`src/hw/pcs_pkg.sv`:
```
// shared widths, vector types, sync counter limits and sync fsm states for the pcs rx lane
package pcs_pkg;

	localparam int BLOCK_W = 66; // full block incl sync header
	localparam int HEAD_W  = 2;  // sync header
	localparam int DATA_W  = 64; // payload
	localparam int OFF_W   = 7;  // bit offset, 0..65

	localparam int GOOD_N = 64;   // good headers to lock
	localparam int WIN_N  = 1024; // header window in lock
	localparam int BAD_N  = 65;   // bad headers per window to drop lock
	localparam int CNT_W  = 10;   // window counter, wraps at WIN_N
	localparam int BAD_W  = 7;    // bad header counter

	localparam int SCR_W     = 58; // scrambler history length
	localparam int SCR_TAP_A = 39; // x^39
	localparam int SCR_TAP_B = 58; // x^58

	typedef logic [BLOCK_W-1:0] block_t;
	typedef logic [HEAD_W-1:0]  head_t;
	typedef logic [DATA_W-1:0]  data_t;

	// clause 49 style lock fsm
	typedef enum logic [1:0] {
		SYNC_INVALID, // no signal, waiting for signal_ok
		SYNC_TEST,    // hunting for a stable header boundary
		SYNC_LOCK     // block lock held
	} sync_state_t;

endpackage

```
`src/hw/pcs_lane_if.sv`:
```
// lane interface carrying the aligned block and slip request, with aligner, sync and descr modports
`timescale 1ns/1ps
interface pcs_lane_if;

	logic            blk_v; // aligned block strobe
	pcs_pkg::head_t  head;  // sync header bits
	pcs_pkg::data_t  data;  // scrambled payload
	logic            slip;  // shift boundary by one bit

	modport aligner (
		output blk_v,
		output head,
		output data,
		input  slip
	);

	modport sync (
		input  blk_v,
		input  head,
		output slip
	);

	modport descr (
		input  blk_v,
		input  data
	);

endinterface

```
`src/hw/block_sync_rx.sv`:
```
// sync header counters and the invalid, test and lock fsm driving slip and lock
`timescale 1ns/1ps
module block_sync_rx (
	input  logic          clk,
	input  logic          nreset,
	input  logic          signal_ok_i, // serdes signal level
	pcs_lane_if.sync      blk,
	output logic          lock_o       // rx block lock
);

	pcs_pkg::sync_state_t       state_q;
	pcs_pkg::sync_state_t       state_next;

	logic                       sh_v;     // header valid when bits differ
	logic                       in_test;
	logic                       in_lock;
	logic                       in_invalid;

	// window / good counter
	logic [pcs_pkg::CNT_W-1:0]  cnt_q;
	logic [pcs_pkg::CNT_W-1:0]  cnt_add;
	logic [pcs_pkg::CNT_W-1:0]  cnt_next;
	logic                       cnt_inc;
	logic                       cnt_ovf;  // reached WIN_N

	// bad header counter
	logic [pcs_pkg::BAD_W-1:0]  bad_q;
	logic [pcs_pkg::BAD_W-1:0]  bad_add;
	logic [pcs_pkg::BAD_W-1:0]  bad_next;

	logic                       good_hit; // 64 good in a row
	logic                       bad_hit;  // 65 bad in window
	logic                       cnt_clr;
	logic                       slip;

	assign in_invalid = state_q == pcs_pkg::SYNC_INVALID;
	assign in_test    = state_q == pcs_pkg::SYNC_TEST;
	assign in_lock    = state_q == pcs_pkg::SYNC_LOCK;

	assign sh_v = blk.head[0] ^ blk.head[1]; // 01 or 10

	// in test only good headers count, in lock every header counts toward the window
	assign cnt_inc = sh_v | in_lock;
	assign {cnt_ovf, cnt_add} = cnt_q + cnt_inc;
	assign bad_add = bad_q + {{(pcs_pkg::BAD_W-1){1'b0}}, ~sh_v};

	assign good_hit = in_test & (cnt_add == pcs_pkg::CNT_W'(pcs_pkg::GOOD_N));
	assign bad_hit  = in_lock & (bad_add == pcs_pkg::BAD_W'(pcs_pkg::BAD_N));

	// slip on any bad header while testing, or on too many bad ones in lock
	assign slip = blk.blk_v & (in_test & ~sh_v | bad_hit);

	assign cnt_clr  = in_invalid | good_hit | slip | cnt_ovf;
	assign cnt_next = cnt_clr ? '0 : cnt_add;
	assign bad_next = cnt_clr ? '0 : bad_add;

	// header counters step once per block
	always_ff @(posedge clk) begin
		if (blk.blk_v) begin
			cnt_q <= cnt_next;
			bad_q <= bad_next;
		end
	end

	always_comb begin
		state_next = state_q;
		if (!signal_ok_i) begin
			state_next = pcs_pkg::SYNC_INVALID; // signal lost from any state
		end else begin
			case (state_q)
				pcs_pkg::SYNC_INVALID: state_next = pcs_pkg::SYNC_TEST;
				pcs_pkg::SYNC_TEST: begin
					if (good_hit) state_next = pcs_pkg::SYNC_LOCK;
				end
				pcs_pkg::SYNC_LOCK: begin
					if (bad_hit) state_next = pcs_pkg::SYNC_TEST; // lock lost so hunt again
				end
				default: state_next = pcs_pkg::SYNC_INVALID;
			endcase
		end
	end

	always_ff @(posedge clk) begin
		if (nreset) begin
			state_q <= pcs_pkg::SYNC_INVALID;
		end else if (blk.blk_v) begin
			state_q <= state_next; // advances per block only
		end
	end

	assign blk.slip = slip;
	assign lock_o   = in_lock; // straight from the state flops

endmodule

```
`src/hw/descrambler.sv`:
```
// descrambler: self-synchronizing 1 + x^39 + x^58 payload descrambler with output register
`timescale 1ns/1ps
module descrambler (
	input  logic             clk,
	input  logic             nreset,
	pcs_lane_if.descr        blk,
	output pcs_pkg::data_t   data_o,  // clear payload
	output logic             valid_o
);

	logic [pcs_pkg::SCR_W-1:0]                  hist_q; // received bits, [0] oldest
	logic [pcs_pkg::SCR_W+pcs_pkg::DATA_W-1:0]  ext;    // history then new bits
	pcs_pkg::data_t                             clear;

	assign ext = {blk.data, hist_q};

	// lsb first, each bit xors the line bits 39 and 58 before it
	always_comb begin
		for (int i = 0; i < pcs_pkg::DATA_W; i++) begin
			clear[i] = blk.data[i]
				^ ext[pcs_pkg::SCR_W + i - pcs_pkg::SCR_TAP_A]
				^ ext[pcs_pkg::SCR_W + i - pcs_pkg::SCR_TAP_B];
		end
	end

	// history and payload
	always_ff @(posedge clk) begin
		if (blk.blk_v) begin
			hist_q <= ext[pcs_pkg::SCR_W+pcs_pkg::DATA_W-1:pcs_pkg::DATA_W]; // last 58 line bits
			data_o <= clear;
		end
	end

	always_ff @(posedge clk) begin
		if (nreset) begin
			valid_o <= 1'b0;
		end else begin
			valid_o <= blk.blk_v; // one stage, follows every block
		end
	end

endmodule

```
`src/hw/pcs_rx_lane.sv`:
```
// pcs_rx_lane: rx lane top joining aligner, block sync and descrambler over the lane interface
`timescale 1ns/1ps
module pcs_rx_lane (
	input  logic             clk,
	input  logic             nreset,
	input  logic             valid_i,     // raw word strobe
	input  logic             signal_ok_i, // serdes signal level
	input  pcs_pkg::block_t  raw_i,       // raw gearbox word
	output pcs_pkg::data_t   data_o,      // descrambled payload
	output logic             valid_o,     // two cycles after valid_i
	output logic             lock_o       // block lock
);

	pcs_lane_if lane ();

	// boundary search, driven by slip
	rx_aligner u_aligner (
		.clk     (clk),
		.nreset  (nreset),
		.valid_i (valid_i),
		.raw_i   (raw_i),
		.blk     (lane.aligner)
	);

	// header watch and lock fsm
	block_sync_rx u_sync (
		.clk         (clk),
		.nreset      (nreset),
		.signal_ok_i (signal_ok_i),
		.blk         (lane.sync),
		.lock_o      (lock_o)
	);

	// payload recovery, blocks in the slip cycle still go through
	descrambler u_descr (
		.clk     (clk),
		.nreset  (nreset),
		.blk     (lane.descr),
		.data_o  (data_o),
		.valid_o (valid_o)
	);

endmodule

```
`src/hw/rx_aligner.sv`:
```
// rx_aligner: bit boundary aligner extracting 66-bit blocks at a slip controlled offset
`timescale 1ns/1ps
module rx_aligner (
	input  logic              clk,
	input  logic              nreset,
	input  logic              valid_i, // raw word present
	input  pcs_pkg::block_t   raw_i,   // raw gearbox word, bit 0 first on the wire
	pcs_lane_if.aligner       blk
);

	pcs_pkg::block_t                  prev_q; // last raw word
	logic [2*pcs_pkg::BLOCK_W-1:0]    cat;    // prev then current, in stream order
	logic [pcs_pkg::OFF_W-1:0]        off_q;  // current bit offset
	logic [pcs_pkg::OFF_W-1:0]        off_next;
	logic                             off_wrap;
	pcs_pkg::block_t                  win;    // extracted window
	pcs_pkg::block_t                  blk_q;  // registered aligned block
	logic                             blk_v_q;

	// older word sits in the low half, so offset 0 gives back the previous word
	assign cat = {raw_i, prev_q};

	// offset steps by one per slip, wraps after the last boundary
	assign off_wrap = off_q == pcs_pkg::OFF_W'(pcs_pkg::BLOCK_W - 1);

	always_comb begin
		off_next = off_q;
		if (blk.slip) begin
			off_next = off_wrap ? '0 : off_q + 1'b1; // slip lands on next extraction
		end
	end

	assign win = cat[off_next +: pcs_pkg::BLOCK_W]; // barrel select

	// control state
	always_ff @(posedge clk) begin
		if (nreset) begin
			off_q   <= '0;
			blk_v_q <= 1'b0;
		end else begin
			off_q   <= off_next; // slip only comes with blk_v
			blk_v_q <= valid_i;  // one stage
		end
	end

	// payload path
	always_ff @(posedge clk) begin
		if (valid_i) begin
			prev_q <= raw_i;
			blk_q  <= win;
		end
	end

	// header is the first two bits on the wire
	assign blk.blk_v = blk_v_q;
	assign blk.head  = blk_q[pcs_pkg::HEAD_W-1:0];
	assign blk.data  = blk_q[pcs_pkg::BLOCK_W-1:pcs_pkg::HEAD_W];

endmodule

```
`config.mk`:
```
export PLATFORM = sky130hd
export DESIGN_NAME = pcs_rx_lane
export DESIGN_NICKNAME = d
export VERILOG_FILES = /design/src/hw/pcs_pkg.sv /design/src/hw/pcs_lane_if.sv /design/src/hw/block_sync_rx.sv /design/src/hw/descrambler.sv /design/src/hw/pcs_rx_lane.sv /design/src/hw/rx_aligner.sv
export SDC_FILE = /design/constraint.sdc
export NUM_CORES = 1
export LEC_CHECK = 0
export BUFFER_PORTS_ARGS = -buffer_cell sky130_fd_sc_hd__buf_2
export CAP_MARGIN = 20
export CELL_PAD_IN_SITES_DETAIL_PLACEMENT = 1
export CELL_PAD_IN_SITES_GLOBAL_PLACEMENT = 2
export CORE_MARGIN = 3
export CORE_UTILIZATION = 36
export DETAILED_ROUTE_END_ITERATION = 16
export MAX_ROUTING_LAYER = met4
export PLACE_DENSITY_LB_ADDON = 0.12
export SLEW_MARGIN = 20
export SYNTH_ARGS = -nofsm -noshare
export SYNTH_HDL_FRONTEND = slang
export SYNTH_SLANG_ARGS = --single-unit
```
`constraint.sdc`:
```
create_clock -name clk -period 7 [get_ports clk]
set_input_delay 1.4 -clock clk [delete_from_list [all_inputs] [get_ports clk]]
set_output_delay 1.4 -clock clk [all_outputs]
set_load 0.05 [all_outputs]
```
==> results.md, run 1 <==
- Outcome: finished clean
- Crit path DAT: 6.79 ns
- Maximum root-to-sink buffer count: 3
- Final Skew: 0.0349 ns
- Worst slew pin tran: 1.14 ns
- First-pass GRT wire length: 191,000 um
- Vias in the first global route: 23,817
- Hold Buf Count CTS: 0
- Clk sink count: 282
- Share of total power in the clock network: 0.296
- Share of the yosys chip area belonging to registers: 0.347
- Syn. warnings: 0
- Gate power share: 0.348
- Die H: 265 um
- Worst Setup SP: u_aligner.blk_q[1]$_DFFE_PP_
- Critical path, cell by cell: xnor2_1, ha_1, ha_1, and2_4, a21o_1, a21o_4, a31oi_2, o21ai_4, buf_12, mux2i_1, a22oi_1, nand2_1, a211oi_1, buf_4, o32ai_1, a221oi_1
- Slew HR: 0.239
- Via count: 24,597
- CTS tree: done
- Max incr delay on CP: 0.77 ns
- Antenna Nets Post-Route: 0
- DRT iter0 DRCs: 3,508
- Gate Count Post-Synth: 2,611
- Max cap viols: 0
- Crit path setup slack, layout: 0.424 ns
- Site Rows: 94
- Port Buf Inserts: 135
- P_leak: 0.0101 uW
- DP Wirelength: 105,000 um
- Hold Crit Start: u_aligner.blk_q[60]$_DFFE_PP_
- WL/cell: 38.3 um
- Clk slew on worst S/H paths: 0.06 ns
- GRT Total Usage: 0.392
- DP Cell Count: 3,516
- Power per Cell Area: 236 nW/um2
- Net switching power figure: 2540 uW
- Sw Ratio: 0.397
- Final period util: 0.939
- Setup TNS: 0 ns
- Crit path kind: reg2reg
- Ys flop type: edfxtp_1
- Maximum vdd drop: 0.193 mV
- Synthesized flop and latch total: 282
- Die X: 265 um
- Commonest non-fill, non-tap cell in the layout: mux2i_1
- Max FO, Critical Path: 41
- Layout cells sized above 1: 0.172
- Final core occ: 0.411
- WL final: 137,000 um
- Placed Area: 26,000 um2
- Critical-path top delay cell: o21ai_4
- Fmax achieved: 152 MHz
- Mapped cell area: 24,100 um2
- Fin area: 27,100 um2
- Worst-Skew Late Latency: 0.59 ns
- Final Hold Fails: 0
- CTS root buf: clkbuf_16
- Layout Cells excl Fill: 3,581
- Syn_nets: 2,687
- Synth unique cells: 99
- Period minus WS final: 6.58 ns
- Crit-path most repeated cell: ha_1
- EDFF count, synth: 271
- Most frequent cells in the layout: 299 x mux2i_1, 271 x edfxtp_1, 265 x nand2_1, 243 x nor2_1, 158 x a21oi_1
- Core area: 66,100 um2
- DRT Pass-1 Iters: 6
- # nets final: 2,766
- Layout area overhead: 12.6%
- Sequential power share: 0.356
- Global placement routability congestion: 1.04
- Vias/cell: 6.87
- Initial core utilization: 0.365
- CP Data Required Time: 7.22 ns
- Async SR Flop Fraction: 0
- H-tree depth: 2
- Avg Cell Area, Syn: 9.23 um2
- Post-CTS setup buffer count: 0
- Antenna violations before repair: 11
- Unrepaired setup endpoints after global routing: no
- Crit end category: flop
- Largest net degree at the start of global routing: 92
- Inserted Clock Buffers: 36
- FF-to-FF Start: u_aligner.blk_q[1]$_DFFE_PP_
- Drc violations: 0
- # resized after CTS: 0
- I/O pin cnt: 136
- Die Footprint: 70,100 um2
- Total gr overflow: 0
- Setup Slack @ Placement: 0.795 ns
- Final Max Tran Viols: 0
- Startpoint types: flop
- Hold Path Class: reg2reg
- Final number of setup-violating endpoints: 0
- Cell-internal power: 3860 uW
final cells by class:
cell class / instances / area, um2
Multi-Input combinational cell: 2087 / 14700
Tap cell: 864 / 1080
Timing Repair Buffer: 258 / 1710
Fill cell: 7577 / 38900
Clock buffer: 44 / 941
Antenna cell: 2 / 5.00
Inverter: 25 / 93.8
Clock inverter: 19 / 219
Sequential cell: 282 / 8370
per-layer routing:
layer,share of wire,vias up,track usage
met5,0,-,-
met4,0.041,0,0.132
met3,0.093,268,0.0710
met2,0.43,1431,0.576
met1,0.43,12660,0.544
li1,-,10238,-
power groups by stage:
stage	sequential [uW]	clock (uW)	combinational [uW]
after floorplan	2340	0	1130
after global placement	2300	0	2140
after detailed placement	2310	0	2150
after CTS	2270	1920	2160
after global routing	2290	1980	2310
final	2280	1900	2230
per-stage QoR:
step           total power, uW  hold slack, ns
2_1_floorplan             3470           0.449
3_3_place_gp              4440           0.458
3_5_place_dp              4450           0.464
4_1_cts                   6360           0.480
5_1_grt                   6580           0.488
6_report                  6410           0.480
cells in the mapped netlist (35+ instances only):
cell      instances  area, um2
edfxtp_1        271       8140
nor2_1          243        912
clkbuf_1         82        308
a221oi_1         39        342
o21ai_0         128        641
nor3_1           52        260
o22ai_1          80        500
a21oi_1         159        796
mux2i_1         299       2990
nand2_1         265        995
xnor2_1         141       1230
nand3_1          74        370
o211ai_1         36        270
buf_2            92        460
mux2_2           77        867
a22oi_1          35        263
logic make-up after synthesis:
family	count (synthesis)	share of synthesized area
compound gates	795	0.232
xor+xnor	148	0.0538
fa+ha+maj	6	0.00311
buf+inv	242	0.0472
flops	282	0.347
mux	402	0.184
simple gates	736	0.133
worst max-delay path: cells and delay by family, from the launching register on:
kind	cells	cell delay [ns]
AO/OA/AOI/OAI	8	3.06
XOR/XNOR	1	0.36
adder cells (fa/ha/maj)	2	0.59
buffers and inverters	2	0.51
flip-flops	1	0.38
multiplexers	1	0.72
AND/OR/NAND/NOR	2	0.56
final timing paths:
| kind | end | slack (ns) | depth (start not counted) |
|---|---|---|---|
| max | u_aligner.blk_q[0]$_DFFE_PP_ | 0.42 | 16 |
| min | u_descr.hist_q[52]$_DFFE_PP_ | 0.48 | 0 |
| max reg2reg | u_aligner.blk_q[0]$_DFFE_PP_ | 0.42 | 16 |
| min reg2reg | u_descr.hist_q[52]$_DFFE_PP_ | 0.48 | 0 |
state kept, by name, indices dropped and copies added, names as in the netlist:
register,cells
u_aligner.blk.blk_v,1
u_aligner.blk_q,66
u_aligner.off_q,7
u_aligner.prev_q,66
u_descr.data_o,64
u_descr.hist_q,58
u_descr.valid_o,1
u_sync.bad_q,7
u_sync.cnt_q,10
u_sync.state_q,2
Power figures use the tool's default switching activity.
==> run 2: changes to the inputs <==
--- a/config.mk
+++ b/config.mk
@@ -11,5 +11,5 @@
 export CELL_PAD_IN_SITES_GLOBAL_PLACEMENT = 2
 export CORE_MARGIN = 3
-export CORE_UTILIZATION = 36
+export CORE_UTILIZATION = 40
 export DETAILED_ROUTE_END_ITERATION = 16
 export MAX_ROUTING_LAYER = met4
==> constraint.sdc (replaced) <==
create_clock -name clk -period 7.3 [get_ports clk]
set_input_delay 1.46 -clock clk [delete_from_list [all_inputs] [get_ports clk]]
set_output_delay 1.46 -clock clk [all_outputs]
set_load 0.1 [all_outputs]
==> run 2 against run 1 <==
Effect of this change:
- hold slack better by 0.0080 ns
- sequential share of layout area up 0.12 points
- count of clock-buffer cells in the layout down 4
- register-to-register slack improved by 0.09 ns
- combinational power about the same
- cell area decreased by 0.38%
- via count up 0.89%
- core utilization rose by 4.5 points
- final cell count is 2.8% lower
- clock power increased by 3%
- wire length down 3.4%
- first-iteration DRC count fell by 5.2%
==> results.md, run 2 (synthesis gave the netlist of run 1 again) <==
- Crit path max-delay family: compound AO/OA/AOI/OAI gates
- Power per Cell Area: 235 nW/um2
- Vias in the first global route: 23,837
- Hold Path Class: reg2reg
- Final core occ: 0.456
- Layout area overhead: 12.2%
- Fin area: 27,000 um2
- Critical-path top delay cell: o22ai_1
- CP Data Required Time: 7.59 ns
- Final Hold Fails: 0
- Largest net degree at the start of global routing: 78
- Crit path kind: reg2reg
- P_leak: 0.0101 uW
- Via count: 24,817
- Net switching power figure: 2530 uW
- Final number of setup-violating endpoints: 0
- R2r worst-path depth: 16
- DP Wirelength: 101,000 um
- Site Rows: 89
- Maximum vdd drop: 0.177 mV
- Die Footprint: 63,300 um2
- Clk sink count: 282
- GRT Total Usage: 0.420
- Port Buf Inserts: 135
- WL/cell: 38.1 um
- Placed Area: 25,800 um2
- CTS tree: done
- Period minus WS final: 6.79 ns
- WL final: 133,000 um
- Global placement routability congestion: 1.07
- Layout cells sized above 1: 0.171
- Worst slew pin tran: 1.21 ns
- Hold Path Cell Cnt: 0
- Layout Cells excl Fill: 3,480
- Max cap viols: 0
- Critical path, cell by cell: xnor2_1, ha_1, ha_1, xor2_1, and4_1, o21a_2, buf_4, a31oi_1, a31oi_4, buf_4, mux2i_1, o21ai_0, o22ai_1, nor2_1, a21oi_1, nor4b_1
- H-tree depth: 2
- Post-CTS setup buffer count: 0
- Initial core utilization: 0.406
- DP Cell Count: 3,411
- Worst-Skew Late Latency: 0.58 ns
- Commonest non-fill, non-tap cell in the layout: mux2i_1
- Cell-internal power: 3830 uW
- Vias/cell: 7.13
- Sw Ratio: 0.398
- I/O pin cnt: 136
- Top flop regs: u_aligner.blk_q: 66 flops, u_aligner.prev_q: 66 flops, u_descr.data_o: 64 flops
- Crit end category: flop
- Clk slew on worst S/H paths: 0.06 ns
- # resized after CTS: 0
- DRT iter0 DRCs: 3,325
- Max incr delay on CP: 0.66 ns
- Final period util: 0.930
- Crit path DAT: 7.08 ns
- Final Max Tran Viols: 0
- Max FO, Critical Path: 37
- DRT Pass-1 Iters: 5
- CTS root buf: clkbuf_16
- Critical path buffers and inverters: 2
- Startpoint types: flop
- Fmax achieved: 147 MHz
- Inserted Clock Buffers: 36
- Share of total power in the clock network: 0.307
- Total gr overflow: 0
- Unrepaired setup endpoints after global routing: no
- Hold Buf Count CTS: 0
- First-pass GRT wire length: 186,000 um
- Drc violations: 0
- Antenna Nets Post-Route: 0
- Power Total: 6360 uW
- Sequential power share: 0.343
- Most frequent cells in the layout: 299 x mux2i_1, 271 x edfxtp_1, 265 x nand2_1, 240 x nor2_1, 158 x a21oi_1
- Gate power share: 0.350
- Critical path depth: 16
- # nets final: 2,752
- Die H: 252 um
- Core area: 59,400 um2
- Setup TNS: 0 ns
- Final Skew: 0.0369 ns
- Maximum root-to-sink buffer count: 3
- Die X: 252 um
- Slew HR: 0.190
- Antenna violations before repair: 6
- Outcome: finished clean
## run 2: routing by layer
metal / routed length (um) / share of wire / up-vias / GRT usage
met5: 0 / 0 / - / -
met4: 6750 / 0.051 / 0 / 0.176
met3: 14200 / 0.11 / 314 / 0.0894
met2: 56700 / 0.43 / 1647 / 0.610
met1: 54900 / 0.41 / 12641 / 0.567
li1: - / - / 10215 / -
## run 2: power groups by stage
stage	registers (uW)	clock network [uW]	logic [uW]
after floorplan	2380	0	1080
after global placement	2200	0	2110
after detailed placement	2210	0	2130
after CTS	2180	1980	2150
after global routing	2190	2040	2290
final	2180	1950	2220
## run 2: final cells by class
class	instances	area, um2
Antenna cell	4	10.0
Clock buffer	40	926
Timing Repair Buffer	244	1600
Tap cell	773	967
Clock inverter	25	340
Sequential cell	282	8370
Multi-Input combinational cell	2087	14700
Inverter	25	93.8
Fill cell	6790	32300
## run 2: per-stage QoR
| stage | worst slack [ns] | hold WS (ns) |
|---|---|---|
| after global placement | 0.770 | 0.463 |
| final | 0.511 | 0.488 |
| after floorplan | 0.600 | 0.449 |
| after global routing | 0.418 | 0.495 |
| after CTS | 0.773 | 0.486 |
| after detailed placement | 0.797 | 0.467 |
## run 2: final timing paths
path / from / slack (ns) / to
worst max-delay path: u_aligner.blk_q[1]$_DFFE_PP_ / 0.51 / u_aligner.blk_q[19]$_DFFE_PP_
worst min-delay path: u_aligner.blk_q[47]$_DFFE_PP_ / 0.49 / u_descr.hist_q[39]$_DFFE_PP_
worst max register to register: u_aligner.blk_q[1]$_DFFE_PP_ / 0.51 / u_aligner.blk_q[19]$_DFFE_PP_
worst min register to register: u_aligner.blk_q[47]$_DFFE_PP_ / 0.49 / u_descr.hist_q[39]$_DFFE_PP_
